## config.mk

```make
export PLATFORM = sky130hd
export DESIGN_NAME = bus_arbiter
export DESIGN_NICKNAME = d
export VERILOG_FILES = /design/src/source/gb_bus_pkg.sv /design/src/source/bus_arbiter.sv
export SDC_FILE = /design/constraint.sdc
export NUM_CORES = 1
export LEC_CHECK = 0
export BUFFER_PORTS_ARGS = -buffer_cell sky130_fd_sc_hd__buf_2
export CORE_MARGIN = 5
export CORE_UTILIZATION = 31
export DETAILED_ROUTE_END_ITERATION = 10
export PLACE_DENSITY = 0.93
export SYNTH_ARGS = -nofsm -noshare
export SYNTH_HDL_FRONTEND = slang
export SYNTH_SLANG_ARGS = --single-unit
export TNS_END_PERCENT = 50
```

## constraint.sdc

```tcl
create_clock -name vclk -period 1.2
set_input_delay 0.12 -clock vclk [all_inputs]
set_output_delay 0.12 -clock vclk [all_outputs]
set_load 0.05 [all_outputs]
```

## src/source/gb_bus_pkg.sv

```systemverilog
package gb_bus_pkg;

	localparam int ADDR_W  = 16;
	localparam int DATA_W  = 8;
	localparam int VRAM_AW = 13;
	localparam int OAM_AW  = 8;
	localparam int HRAM_AW = 7;

	localparam int VRAM_DEPTH = 8192;
	localparam int OAM_DEPTH  = 160;
	localparam int HRAM_DEPTH = 127;

	localparam logic [ADDR_W-1:0] ROM_END   = 16'h7FFF;
	localparam logic [ADDR_W-1:0] VRAM_BASE = 16'h8000;
	localparam logic [ADDR_W-1:0] VRAM_END  = 16'h9FFF;
	localparam logic [ADDR_W-1:0] XRAM_BASE = 16'hA000;
	localparam logic [ADDR_W-1:0] XRAM_END  = 16'hBFFF;
	localparam logic [ADDR_W-1:0] WRAM_BASE = 16'hC000;
	localparam logic [ADDR_W-1:0] WRAM_END  = 16'hFDFF;   // Echo area counts as work RAM.
	localparam logic [ADDR_W-1:0] OAM_BASE  = 16'hFE00;
	localparam logic [ADDR_W-1:0] OAM_END   = 16'hFE9F;

	localparam logic [7:0] IO_PAGE        = 8'hFF;
	localparam logic [7:0] HRAM_LOW       = 8'h80;
	localparam logic [7:0] HRAM_HIGH      = 8'hFE;
	localparam logic [7:0] DMA_REG_OFFSET = 8'h46;

	localparam logic [DATA_W-1:0] OPEN_BUS = 8'hFF;
	localparam int DMA_LENGTH = 160;

	// Codes for where a granted read takes its data from.
	localparam int SRC_W = 3;
	localparam logic [SRC_W-1:0] SRC_NONE    = 3'd0;
	localparam logic [SRC_W-1:0] SRC_VRAM    = 3'd1;
	localparam logic [SRC_W-1:0] SRC_OAM     = 3'd2;
	localparam logic [SRC_W-1:0] SRC_HRAM    = 3'd3;
	localparam logic [SRC_W-1:0] SRC_EXT     = 3'd4;
	localparam logic [SRC_W-1:0] SRC_DMA_REG = 3'd5;

	typedef union packed {
		logic [ADDR_W-1:0] flat;   // Memory map view.
		struct packed {
			logic [7:0] page;
			logic [7:0] offset;
		} part;                    // I/O page and DMA page view.
	} cpu_addr_t;

endpackage

```

## src/source/bus_arbiter.sv

```systemverilog
`timescale 1ns/1ps

module bus_arbiter import gb_bus_pkg::*; (
	input  logic               cpu_sel_rom,
	input  logic               cpu_sel_vram,
	input  logic               cpu_sel_xram,
	input  logic               cpu_sel_wram,
	input  logic               cpu_sel_oam,
	input  logic               cpu_sel_hram,
	input  logic               cpu_sel_dma_reg,
	input  cpu_addr_t          cpu_adr,
	input  logic [DATA_W-1:0]  cpu_dout,
	input  logic               cpu_rd,
	input  logic               cpu_wr,
	input  logic               dma_sel_rom,
	input  logic               dma_sel_vram,
	input  logic               dma_sel_xram,
	input  logic               dma_sel_wram,
	input  cpu_addr_t          src_adr,
	input  logic               src_rd,
	input  logic [OAM_AW-1:0]  oam_index,
	input  logic               oam_wr,
	input  logic [DATA_W-1:0]  oam_wdata,
	input  logic               dma_active,
	input  logic [ADDR_W-1:0]  ppu_adr,
	input  logic               ppu_rd,
	input  logic               ppu_needs_vram,
	input  logic               ppu_needs_oam,
	output logic [VRAM_AW-1:0] vram_adr,
	output logic               vram_rd,
	output logic               vram_wr,
	output logic [DATA_W-1:0]  vram_wdata,
	output logic [OAM_AW-1:0]  oam_adr,
	output logic               oam_rd,
	output logic               oam_wr_en,
	output logic [DATA_W-1:0]  oam_data_in,
	output logic [HRAM_AW-1:0] hram_adr,
	output logic               hram_rd,
	output logic               hram_wr,
	output logic [DATA_W-1:0]  hram_wdata,
	output logic [ADDR_W-1:0]  ext_adr,
	output logic               ext_rd,
	output logic               ext_wr,
	output logic [DATA_W-1:0]  ext_dout,
	output logic               cs_rom,
	output logic               cs_xram,
	output logic               cs_wram,
	output logic               dma_reg_wr,
	output logic [SRC_W-1:0]   cpu_src,
	output logic [SRC_W-1:0]   dma_src_ext,
	output logic [1:0]         ppu_src
);

	logic cpu_ext;
	logic dma_ext;
	logic cpu_vram_ok;
	logic cpu_oam_ok;
	logic cpu_ext_ok;

	assign cpu_ext = cpu_sel_rom || cpu_sel_xram || cpu_sel_wram;
	assign dma_ext = dma_sel_rom || dma_sel_xram || dma_sel_wram;

	assign cpu_vram_ok = cpu_sel_vram && !ppu_needs_vram && !dma_sel_vram;
	assign cpu_oam_ok  = cpu_sel_oam && !ppu_needs_oam && !dma_active;
	assign cpu_ext_ok  = cpu_ext && !dma_ext;

	always_comb begin
		vram_adr = cpu_adr.flat[VRAM_AW-1:0];
		vram_rd  = cpu_vram_ok && cpu_rd;
		vram_wr  = cpu_vram_ok && cpu_wr;
		if (ppu_needs_vram) begin
			vram_adr = ppu_adr[VRAM_AW-1:0];
			vram_rd  = ppu_rd;
		end else if (dma_sel_vram) begin
			vram_adr = src_adr.flat[VRAM_AW-1:0];
			vram_rd  = src_rd;
		end
	end

	always_comb begin
		oam_adr     = cpu_adr.part.offset;
		oam_rd      = cpu_oam_ok && cpu_rd;
		oam_wr_en   = cpu_oam_ok && cpu_wr;
		oam_data_in = cpu_dout;
		if (ppu_needs_oam) begin
			oam_adr = ppu_adr[OAM_AW-1:0];
			oam_rd  = ppu_rd;
		end else if (dma_active) begin
			oam_adr     = oam_index;
			oam_wr_en   = oam_wr;
			oam_data_in = oam_wdata;
		end
	end

	assign vram_wdata = cpu_dout;
	assign hram_adr   = cpu_adr.part.offset[HRAM_AW-1:0];   // 0x80 to 0xFE map to 0 to 126.
	assign hram_rd    = cpu_sel_hram && cpu_rd;
	assign hram_wr    = cpu_sel_hram && cpu_wr;
	assign hram_wdata = cpu_dout;

	// The DMA engine only reads, so the write strobe always belongs to the CPU.
	assign ext_adr  = dma_ext ? src_adr.flat : cpu_adr.flat;
	assign ext_rd   = dma_ext ? src_rd : cpu_ext && cpu_rd;
	assign ext_wr   = cpu_ext_ok && cpu_wr;
	assign ext_dout = cpu_dout;
	assign cs_rom   = dma_ext ? dma_sel_rom : cpu_sel_rom;
	assign cs_xram  = dma_ext ? dma_sel_xram : cpu_sel_xram;
	assign cs_wram  = dma_ext ? dma_sel_wram : cpu_sel_wram;

	assign dma_reg_wr = cpu_sel_dma_reg && cpu_wr;

	always_comb begin
		cpu_src = SRC_NONE;
		if (cpu_rd) begin
			if (cpu_vram_ok)
				cpu_src = SRC_VRAM;
			else if (cpu_oam_ok)
				cpu_src = SRC_OAM;
			else if (cpu_sel_hram)
				cpu_src = SRC_HRAM;
			else if (cpu_ext_ok)
				cpu_src = SRC_EXT;
			else if (cpu_sel_dma_reg)
				cpu_src = SRC_DMA_REG;
		end
	end

	always_comb begin
		dma_src_ext = SRC_NONE;   // A source blocked by the pixel unit reads as open bus.
		if (dma_sel_vram && !ppu_needs_vram)
			dma_src_ext = SRC_VRAM;
		else if (dma_ext)
			dma_src_ext = SRC_EXT;
	end

	assign ppu_src = {ppu_rd && ppu_needs_oam, ppu_rd && ppu_needs_vram};

endmodule

```

==> impl_metrics.json, run 1 <==
{
  "status": "complete, but fails checks",
  "violations": "negative setup slack",
  "p_leak_nw": 1.44,
  "grt_use_total": 0.202,
  "fmax_mhz": 755,
  "grt-ovfl-total": 0,
  "vias": 1883,
  "drv_cap": 0,
  "initialDrtViolationCount": 33,
  "place_inst": 368,
  "synthCells": 164,
  "first_pass_iters": 4,
  "grt.busiest_layer": "met2",
  "yosysWarnings": 0,
  "hold_end": "hram_wdata[6]",
  "worstPathMaxFanout": 5,
  "dieHeight_um": 74.2,
  "fin_nets": 415,
  "rsz0062_at_grt": "yes",
  "synth_nets": 255,
  "grt.met1_usage": 0.196,
  "synth.area.top_cells": "buf_4 (19%), mux2i_1 (16%), mux2_2 (13%)",
  "diodes": 0,
  "core_um2": 4000,
  "grt_antenna_before_repair": 0,
  "worstHoldStart": "cpu_dout[6]",
  "setup_ws_ps": -124,
  "min_path_cells": 2,
  "initial_core_util": 0.319,
  "worstPathRequired_ps": 1080,
  "gp_congestion": 0.842,
  "seq_area_um2": 0,
  "netlist_area_um2": 1280,
  "wl_um": 6400,
  "grt_pass1_vias": 1932,
  "period_needed_ps": 1320,
  "route.antenna.remaining_nets": 0,
  "num_rows": 23,
  "p_total_mw": 1.76,
  "wire_per_inst_um": 17.2,
  "ys_seq_area_frac": 0,
  "ir_drop_mv": 0.365,
  "num-clock-buffers": 0,
  "period_share": 1.10,
  "avgSynthCellArea_um2": 7.78,
  "cp-end-kind": "output pin",
  "hold_viol": 0,
  "synth_cell_types": 27,
  "hold_class": "in2out",
  "areaGrowthSynthToFinish_pct": 97.0,
  "drive_gt1_frac": 0.773,
  "die_x_um": 74.2,
  "cp-start-kind": "input pin",
  "hold_buffers": 0,
  "synth_most_common_cell": "buf_4",
  "synth_common_cells": "buf_4 (33), nand2_1 (23), mux2i_1 (21), o21ai_0 (21), mux2_2 (15)",
  "portBuffers": 183,
  "io_pins": 187,
  "fin_cells": 372,
  "final_max_slew_viol_count": 0,
  "synth_top_area_frac": 0.194,
  "seq_cells": 0,
  "setup_viol": 19,
  "grt_max_degree": 20,
  "yosys.area.top_type": "buf_4",
  "crit_arrival_ps": 1200,
  "drc_errors": 0,
  "dp.final_hpwl_um": 4940,
  "cellPowerDensity_nw_per_um2": 702,
  "crit_type": "in2out",
  "viasPerCell": 5.06,
  "dieArea_um2": 5500,
  "grt_pass1_wl_um": 8940,
  "grtUsageMet2": 0.431,
  "met3_usage": 0.0338
}
## metal layers
| layer | part of all wire | routed length (µm) | vias to the layer above |
|---|---|---|---|
| met5 | 0 | 0 | - |
| met4 | 0.033 | 213 | 0 |
| met3 | 0.12 | 750 | 18 |
| met2 | 0.55 | 3500 | 143 |
| met1 | 0.30 | 1940 | 852 |
| li1 | - | - | 870 |
## through the flow
stage | worst slack, ps | setup TNS (ps) | cell area, µm² | hold slack, ps | utilization
final | -124 | -1750 | 2510 | 559 | 0.628
after floorplan | -377 | -2730 | 1330 | 407 | -
after detailed placement | -172 | -2750 | 2140 | 559 | 0.535
after global routing | -150 | -2250 | 2510 | 564 | 0.628
after CTS | -167 | -2200 | 2450 | 560 | 0.613
after global placement | -121 | -2140 | 2140 | 554 | 0.535
## layout by cell type, fill, tap and decap left out, types with 7 or more instances in the layout
cell     count
buf_2      147
buf_8        7
nand2_1     23
mux2i_1     20
mux2_4      21
buf_4       13
buf_6       26
o21ai_2     11
## power by group
group,switching [mW],internal (mW)
logic,1.16,0.606
registers,0,0
clock network,0,0
total,1.16,0.606
## layout make-up
cell class	instances	area, µm²
Fill cell	327	1490
Inverter	4	15.0
Multi-Input combinational cell	116	1050
Tap cell	50	62.6
Timing Repair Buffer	202	1380
## what timing repair did
action | in CTS | in global routing
hold endpoints to repair | 0 | 0
pin swaps | 2 | 3
setup buffers | 4 | 0
setup endpoints to repair | 30 | 40
cloned | 2 | 0
gates resized for setup | 69 | 28
## worst max-delay path by stage
stage / start / end / slack, ps / depth (start not counted)
floorplan: dma_active / oam_adr[1] / -380 / 3
global placement: dma_sel_xram / ext_adr[3] / -120 / 5
detailed placement: dma_sel_xram / ext_adr[5] / -170 / 5
CTS: dma_sel_wram / ext_adr[1] / -170 / 7
global route: dma_sel_rom / ext_adr[13] / -150 / 6
finish: dma_sel_rom / ext_adr[13] / -120 / 6
## worst max-delay path, stage by stage
cell    delay (ps)
buf_6          100
nor3_4         240
buf_6          160
buf_12         120
mux2_4         310
buf_8          150
## cells by family (layout without fill, tap and decap cells)
group,count (synthesis),after routing,synth area share
other,1,1,0.00294
and+or+nand+nor,39,39,0.175
muxes,45,45,0.400
buffers and inverters,48,206,0.273
AOI/OAI and AO/OA,31,31,0.150
Power figures use the tool's default switching activity.
==> run 2: changes to the inputs <==
==> config.mk (replaced) <==
export PLATFORM = sky130hd
export DESIGN_NAME = bus_arbiter
export DESIGN_NICKNAME = d
export VERILOG_FILES = /design/src/source/gb_bus_pkg.sv /design/src/source/bus_arbiter.sv
export SDC_FILE = /design/constraint.sdc
export NUM_CORES = 1
export LEC_CHECK = 0
export CORE_AREA = 2 2 73 75
export DETAILED_ROUTE_END_ITERATION = 10
export DIE_AREA = 0 0 75 77
export DONT_BUFFER_PORTS = 1
export PLACE_DENSITY = 0.48
export SKIP_LAST_GASP = 1
export SYNTH_ARGS = -nofsm -noshare
export SYNTH_HDL_FRONTEND = slang
export SYNTH_SLANG_ARGS = --single-unit
export TNS_END_PERCENT = 50
==> run 2 against run 1 <==
  * The run now ends clean
  * Global-route usage shrank 8.3 points
  * Sequential share of layout area is the same
  * Critical path depth shrank 2
  * Core utilization shrank 33 points
  * First-iteration DRC count grew 3.0%
  * Combinational power shrank 39%
  * Via count shrank 40%
  * Routed wire length shrank 41%
  * Non-clock buffer count shrank 164
  * Total power shrank 39%
  * Flip-flop and latch count is the same
  * Critical path type unchanged
  * Largest cell class is now multi-input gates
  * Largest power group unchanged
  * Highest routed layer is now met3
==> impl_metrics.json, run 2 (synthesis results as in run 1) <==
{
  "status": "finished clean",
  "grt_pass1_vias": 1187,
  "crit_path_start": "dma_sel_xram",
  "cp_cell_sequence": "nor3_4 > buf_12 > mux2_1 > buf_4",
  "utilization": 0.300,
  "place_area_um2": 1490,
  "fmax_mhz": 848,
  "grt_pass1_wl_um": 5550,
  "drv_cap": 0,
  "viasPerCell": 4.93,
  "crit_arrival_ps": 1060,
  "post_cts_resized": 0,
  "grt_use_total": 0.119,
  "ir_drop_mv": 0.369,
  "dieHeight_um": 77,
  "whs_ps": 240,
  "period_needed_ps": 1180,
  "cpLargestDelayFamily": "buffers and inverters",
  "final_max_slew_viol_count": 0,
  "seq_cells": 0,
  "p_leak_nw": 0.683,
  "die_x_um": 75,
  "setup_ws_ps": 20.5,
  "dp_slack_ps": 14.1,
  "final_cell_mix": "buf_4 (28), nand2_1 (23), mux2i_1 (21)",
  "max_stage_delay_ps": 330,
  "seq_area_um2": 0,
  "worstHoldStart": "cpu_adr[3]",
  "wire_per_inst_um": 16.6,
  "setup_viol": 0,
  "first_pass_iters": 6,
  "areaGrowthSynthToFinish_pct": 17.0,
  "vias": 1125,
  "drive_gt1_frac": 0.513,
  "worstPathRequired_ps": 1080,
  "hold_class": "in2out",
  "diodes": 0,
  "hold_end": "hram_adr[3]",
  "num-clock-buffers": 0,
  "portBuffers": 0,
  "postCtsSetupRepairBufs": 0,
  "worstPathMaxFanout": 20,
  "grt.busiest_layer": "met2",
  "grt-ovfl-total": 0,
  "route.antenna.remaining_nets": 0,
  "crit_type": "in2out",
  "io_pins": 187,
  "mostFrequentLayoutCell": "buf_4",
  "grtUsageMet2": 0.254,
  "num_rows": 26,
  "initialDrtViolationCount": 34,
  "cp-end-kind": "output pin",
  "slowest_stage": "mux2_1",
  "rsz0062_at_grt": "yes",
  "fin_nets": 251,
  "period_share": 0.983,
  "nFillCells": 552,
  "wl_um": 3780,
  "met3_usage": 0.0145,
  "gp_congestion": 0.701,
  "hold_buffers": 0,
  "dp.final_hpwl_um": 3310,
  "min_path_cells": 0,
  "dieArea_um2": 5780,
  "core_um2": 4980,
  "cellPowerDensity_nw_per_um2": 722,
  "grt_max_degree": 30,
  "hold_viol": 0,
  "crit_buf_inv": 2,
  "final_cell_area_um2": 1490,
  "initial_core_util": 0.256,
  "grt_antenna_before_repair": 0,
  "drc_errors": 0,
  "grt.met1_usage": 0.122,
  "cp-start-kind": "input pin"
}
==> run 2: changes by cell type in the layout (fill, tap and decap cells not counted), moves of 3 or more <==
cell | before | now
mux2_4 | 21 | 8
o21ai_1 | 5 | 8
buf_2 | 147 | 0
buf_4 | 13 | 28
clkbuf_4 | 3 | 0
buf_6 | 26 | 0
buf_12 | 5 | 10
mux2_2 | 3 | 15
buf_8 | 7 | 0
o21ai_0 | 5 | 2
==> run 2: routing by layer <==
layer | vias up | wire [µm]
met2 | 120 | 2170
met5 | - | 0
met1 | 481 | 1170
met3 | 0 | 432
met4 | 0 | 0
li1 | 524 | -
==> run 2: worst max path at each step <==
| stage | to | slack [ps] | cells past startpoint |
|---|---|---|---|
| after floorplan | oam_adr[1] | -380 | 3 |
| after global placement | ext_adr[8] | 20 | 4 |
| after detailed placement | ext_adr[8] | 10 | 4 |
| after CTS | ext_adr[8] | 20 | 4 |
| after global routing | ext_adr[8] | -9 | 4 |
| final | ext_adr[8] | 20 | 4 |
==> run 2: cell type report <==
class | count | area (µm²) | area share
repair buffers | 38 | 410 | 0.275
inverters | 4 | 15.0 | 0.0101
well taps | 70 | 87.6 | 0.0587
multi-input cells | 116 | 980 | 0.656
==> run 2: power breakdown <==
part / total (mW) / leakage, nW / switching [mW] / internal (mW)
registers: 0 / 0 / 0 / 0
logic: 1.08 / 0.683 / 0.736 / 0.342
clock network: 0 / 0 / 0 / 0
==> run 2: metrics by stage <==
step                power [mW]  std cells  TNS (ps)
floorplan                 1.19        164     -2730
global placement          1.08        228         0
detailed placement        1.09        228         0
CTS                       1.09        228         0
global route              1.12        228     -8.96
finish                    1.08        228         0
==> run 3: changes to the inputs <==
--- a/config.mk
+++ b/config.mk
@@ -9,7 +9,6 @@
 export DETAILED_ROUTE_END_ITERATION = 10
 export DIE_AREA = 0 0 75 77
 export DONT_BUFFER_PORTS = 1
-export PLACE_DENSITY = 0.48
 export SKIP_LAST_GASP = 1
 export SYNTH_ARGS = -nofsm -noshare
 export SYNTH_HDL_FRONTEND = slang
==> constraint.sdc (replaced) <==
create_clock -name vclk -period 1.1
set_input_delay 0.11 -clock vclk [all_inputs]
set_output_delay 0.11 -clock vclk [all_outputs]
set_load 0.05 [all_outputs]
==> run 3 against run 2 <==
  * The flow now finishes with violations (negative setup slack)
  * Sequential share of layout area did not move
  * Cell count up 2.6%
  * Routed wire length rose by 20%
  * Worst hold slack worse by 20 ps
  * Cell area grew 14%
  * Global-route usage is 1.6 points higher
  * Die area stayed put
  * Largest power group unchanged
  * Highest routed layer is now met4
==> impl_metrics.json, run 3 (synthesis results as in run 1) <==
{
  "violations": "negative setup slack",
  "final_cell_area_um2": 1700,
  "hold_viol": 0,
  "wire_per_inst_um": 19.4,
  "rsz0062_at_grt": "yes",
  "vias": 1210,
  "wl_um": 4550,
  "cp-end-kind": "output pin",
  "viasPerCell": 5.17,
  "num-clock-buffers": 0,
  "grt_pass1_vias": 1229,
  "seq_cells": 0,
  "crit_arrival_ps": 1070,
  "ir_drop_mv": 0.332,
  "seq_area_um2": 0,
  "mostFrequentLayoutCell": "buf_4",
  "io_pins": 187,
  "diodes": 0,
  "dp_slack_ps": -65.5,
  "core_um2": 4980,
  "setup_viol": 18,
  "crit_type": "in2out",
  "cellPowerDensity_nw_per_um2": 749,
  "route.antenna.remaining_nets": 0,
  "grt_antenna_before_repair": 0,
  "utilization": 0.341,
  "hold_class": "in2out",
  "status": "complete, but fails checks",
  "cp-start-kind": "input pin",
  "grt-ovfl-total": 0,
  "fin_nets": 257,
  "drive_gt1_frac": 0.549,
  "grt_pass1_wl_um": 6140,
  "cp_cell_sequence": "nor3_4 > buf_6 > buf_12 > mux2_2",
  "whs_ps": 220,
  "worstPathRequired_ps": 990,
  "die_x_um": 75,
  "gp_congestion": 0.751,
  "period_needed_ps": 1180,
  "initial_core_util": 0.256,
  "worstPathMaxFanout": 5,
  "max_stage_delay_ps": 460,
  "portBuffers": 0,
  "dp.final_hpwl_um": 3410,
  "nFillCells": 523,
  "slowest_stage": "mux2_2",
  "period_share": 1.07,
  "place_area_um2": 1550,
  "final_cell_mix": "buf_4 (27), nand2_1 (23), mux2i_1 (21)",
  "areaGrowthSynthToFinish_pct": 32.9,
  "fin_setup_tns_ps": -844,
  "final_max_slew_viol_count": 0,
  "first_pass_iters": 4,
  "dieArea_um2": 5780,
  "grt_max_degree": 30,
  "p_leak_nw": 0.792,
  "fmax_mhz": 848,
  "num_rows": 26,
  "drv_cap": 0,
  "dieHeight_um": 77,
  "drc_errors": 0,
  "setup_ws_ps": -79.0,
  "grt_use_total": 0.135,
  "initialDrtViolationCount": 36
}
[run 3: final timing paths]
kind	startpoint	end	depth (start not counted)
max	dma_sel_xram	ext_adr[2]	4
min	cpu_dout[6]	hram_wdata[6]	0
[run 3: metal layers]
metal,part of all wire,vias to the layer above,GRT usage
met4,0.0011,0,0.00179
met5,0,-,0
li1,-,539,-
met3,0.12,2,0.0210
met1,0.31,547,0.137
met2,0.56,122,0.285
[run 3: timing repair]
action | CTS | global route
gates resized for setup | 9 | 8
buffers inserted | 1 | 0
pin swaps | 1 | 3
hold buffers | 0 | 0
cloned | 1 | 2
endpoints found under the setup margin | 17 | 19
[run 3: power breakdown]
group | leakage, nW | total, mW | switching, mW | internal, mW
registers | 0 | 0 | 0 | 0
clock network | 0 | 0 | 0 | 0
logic | 0.792 | 1.27 | 0.829 | 0.443
[run 3: layout make-up]
class / instances / area (µm²) / area share
inverter: 4 / 17.5 / 0.0103
timing repair buffer: 44 / 543 / 0.320
multi-input combinational: 116 / 1050 / 0.618
tap: 70 / 87.6 / 0.0516
[run 3: critical path: cells and delay by family]
| kind | cells | cell delay (ps) |
|---|---|---|
| AND/OR/NAND/NOR | 1 | 180 |
| buffers and inverters | 2 | 310 |
| multiplexers | 1 | 460 |
[run 3: through the flow]
| step | total power [mW] | instances |
|---|---|---|
| finish | 1.27 | 234 |
| global route | 1.31 | 234 |
| CTS | 1.24 | 232 |
| detailed placement | 1.21 | 230 |
| global placement | 1.20 | 230 |
| floorplan | 1.31 | 164 |
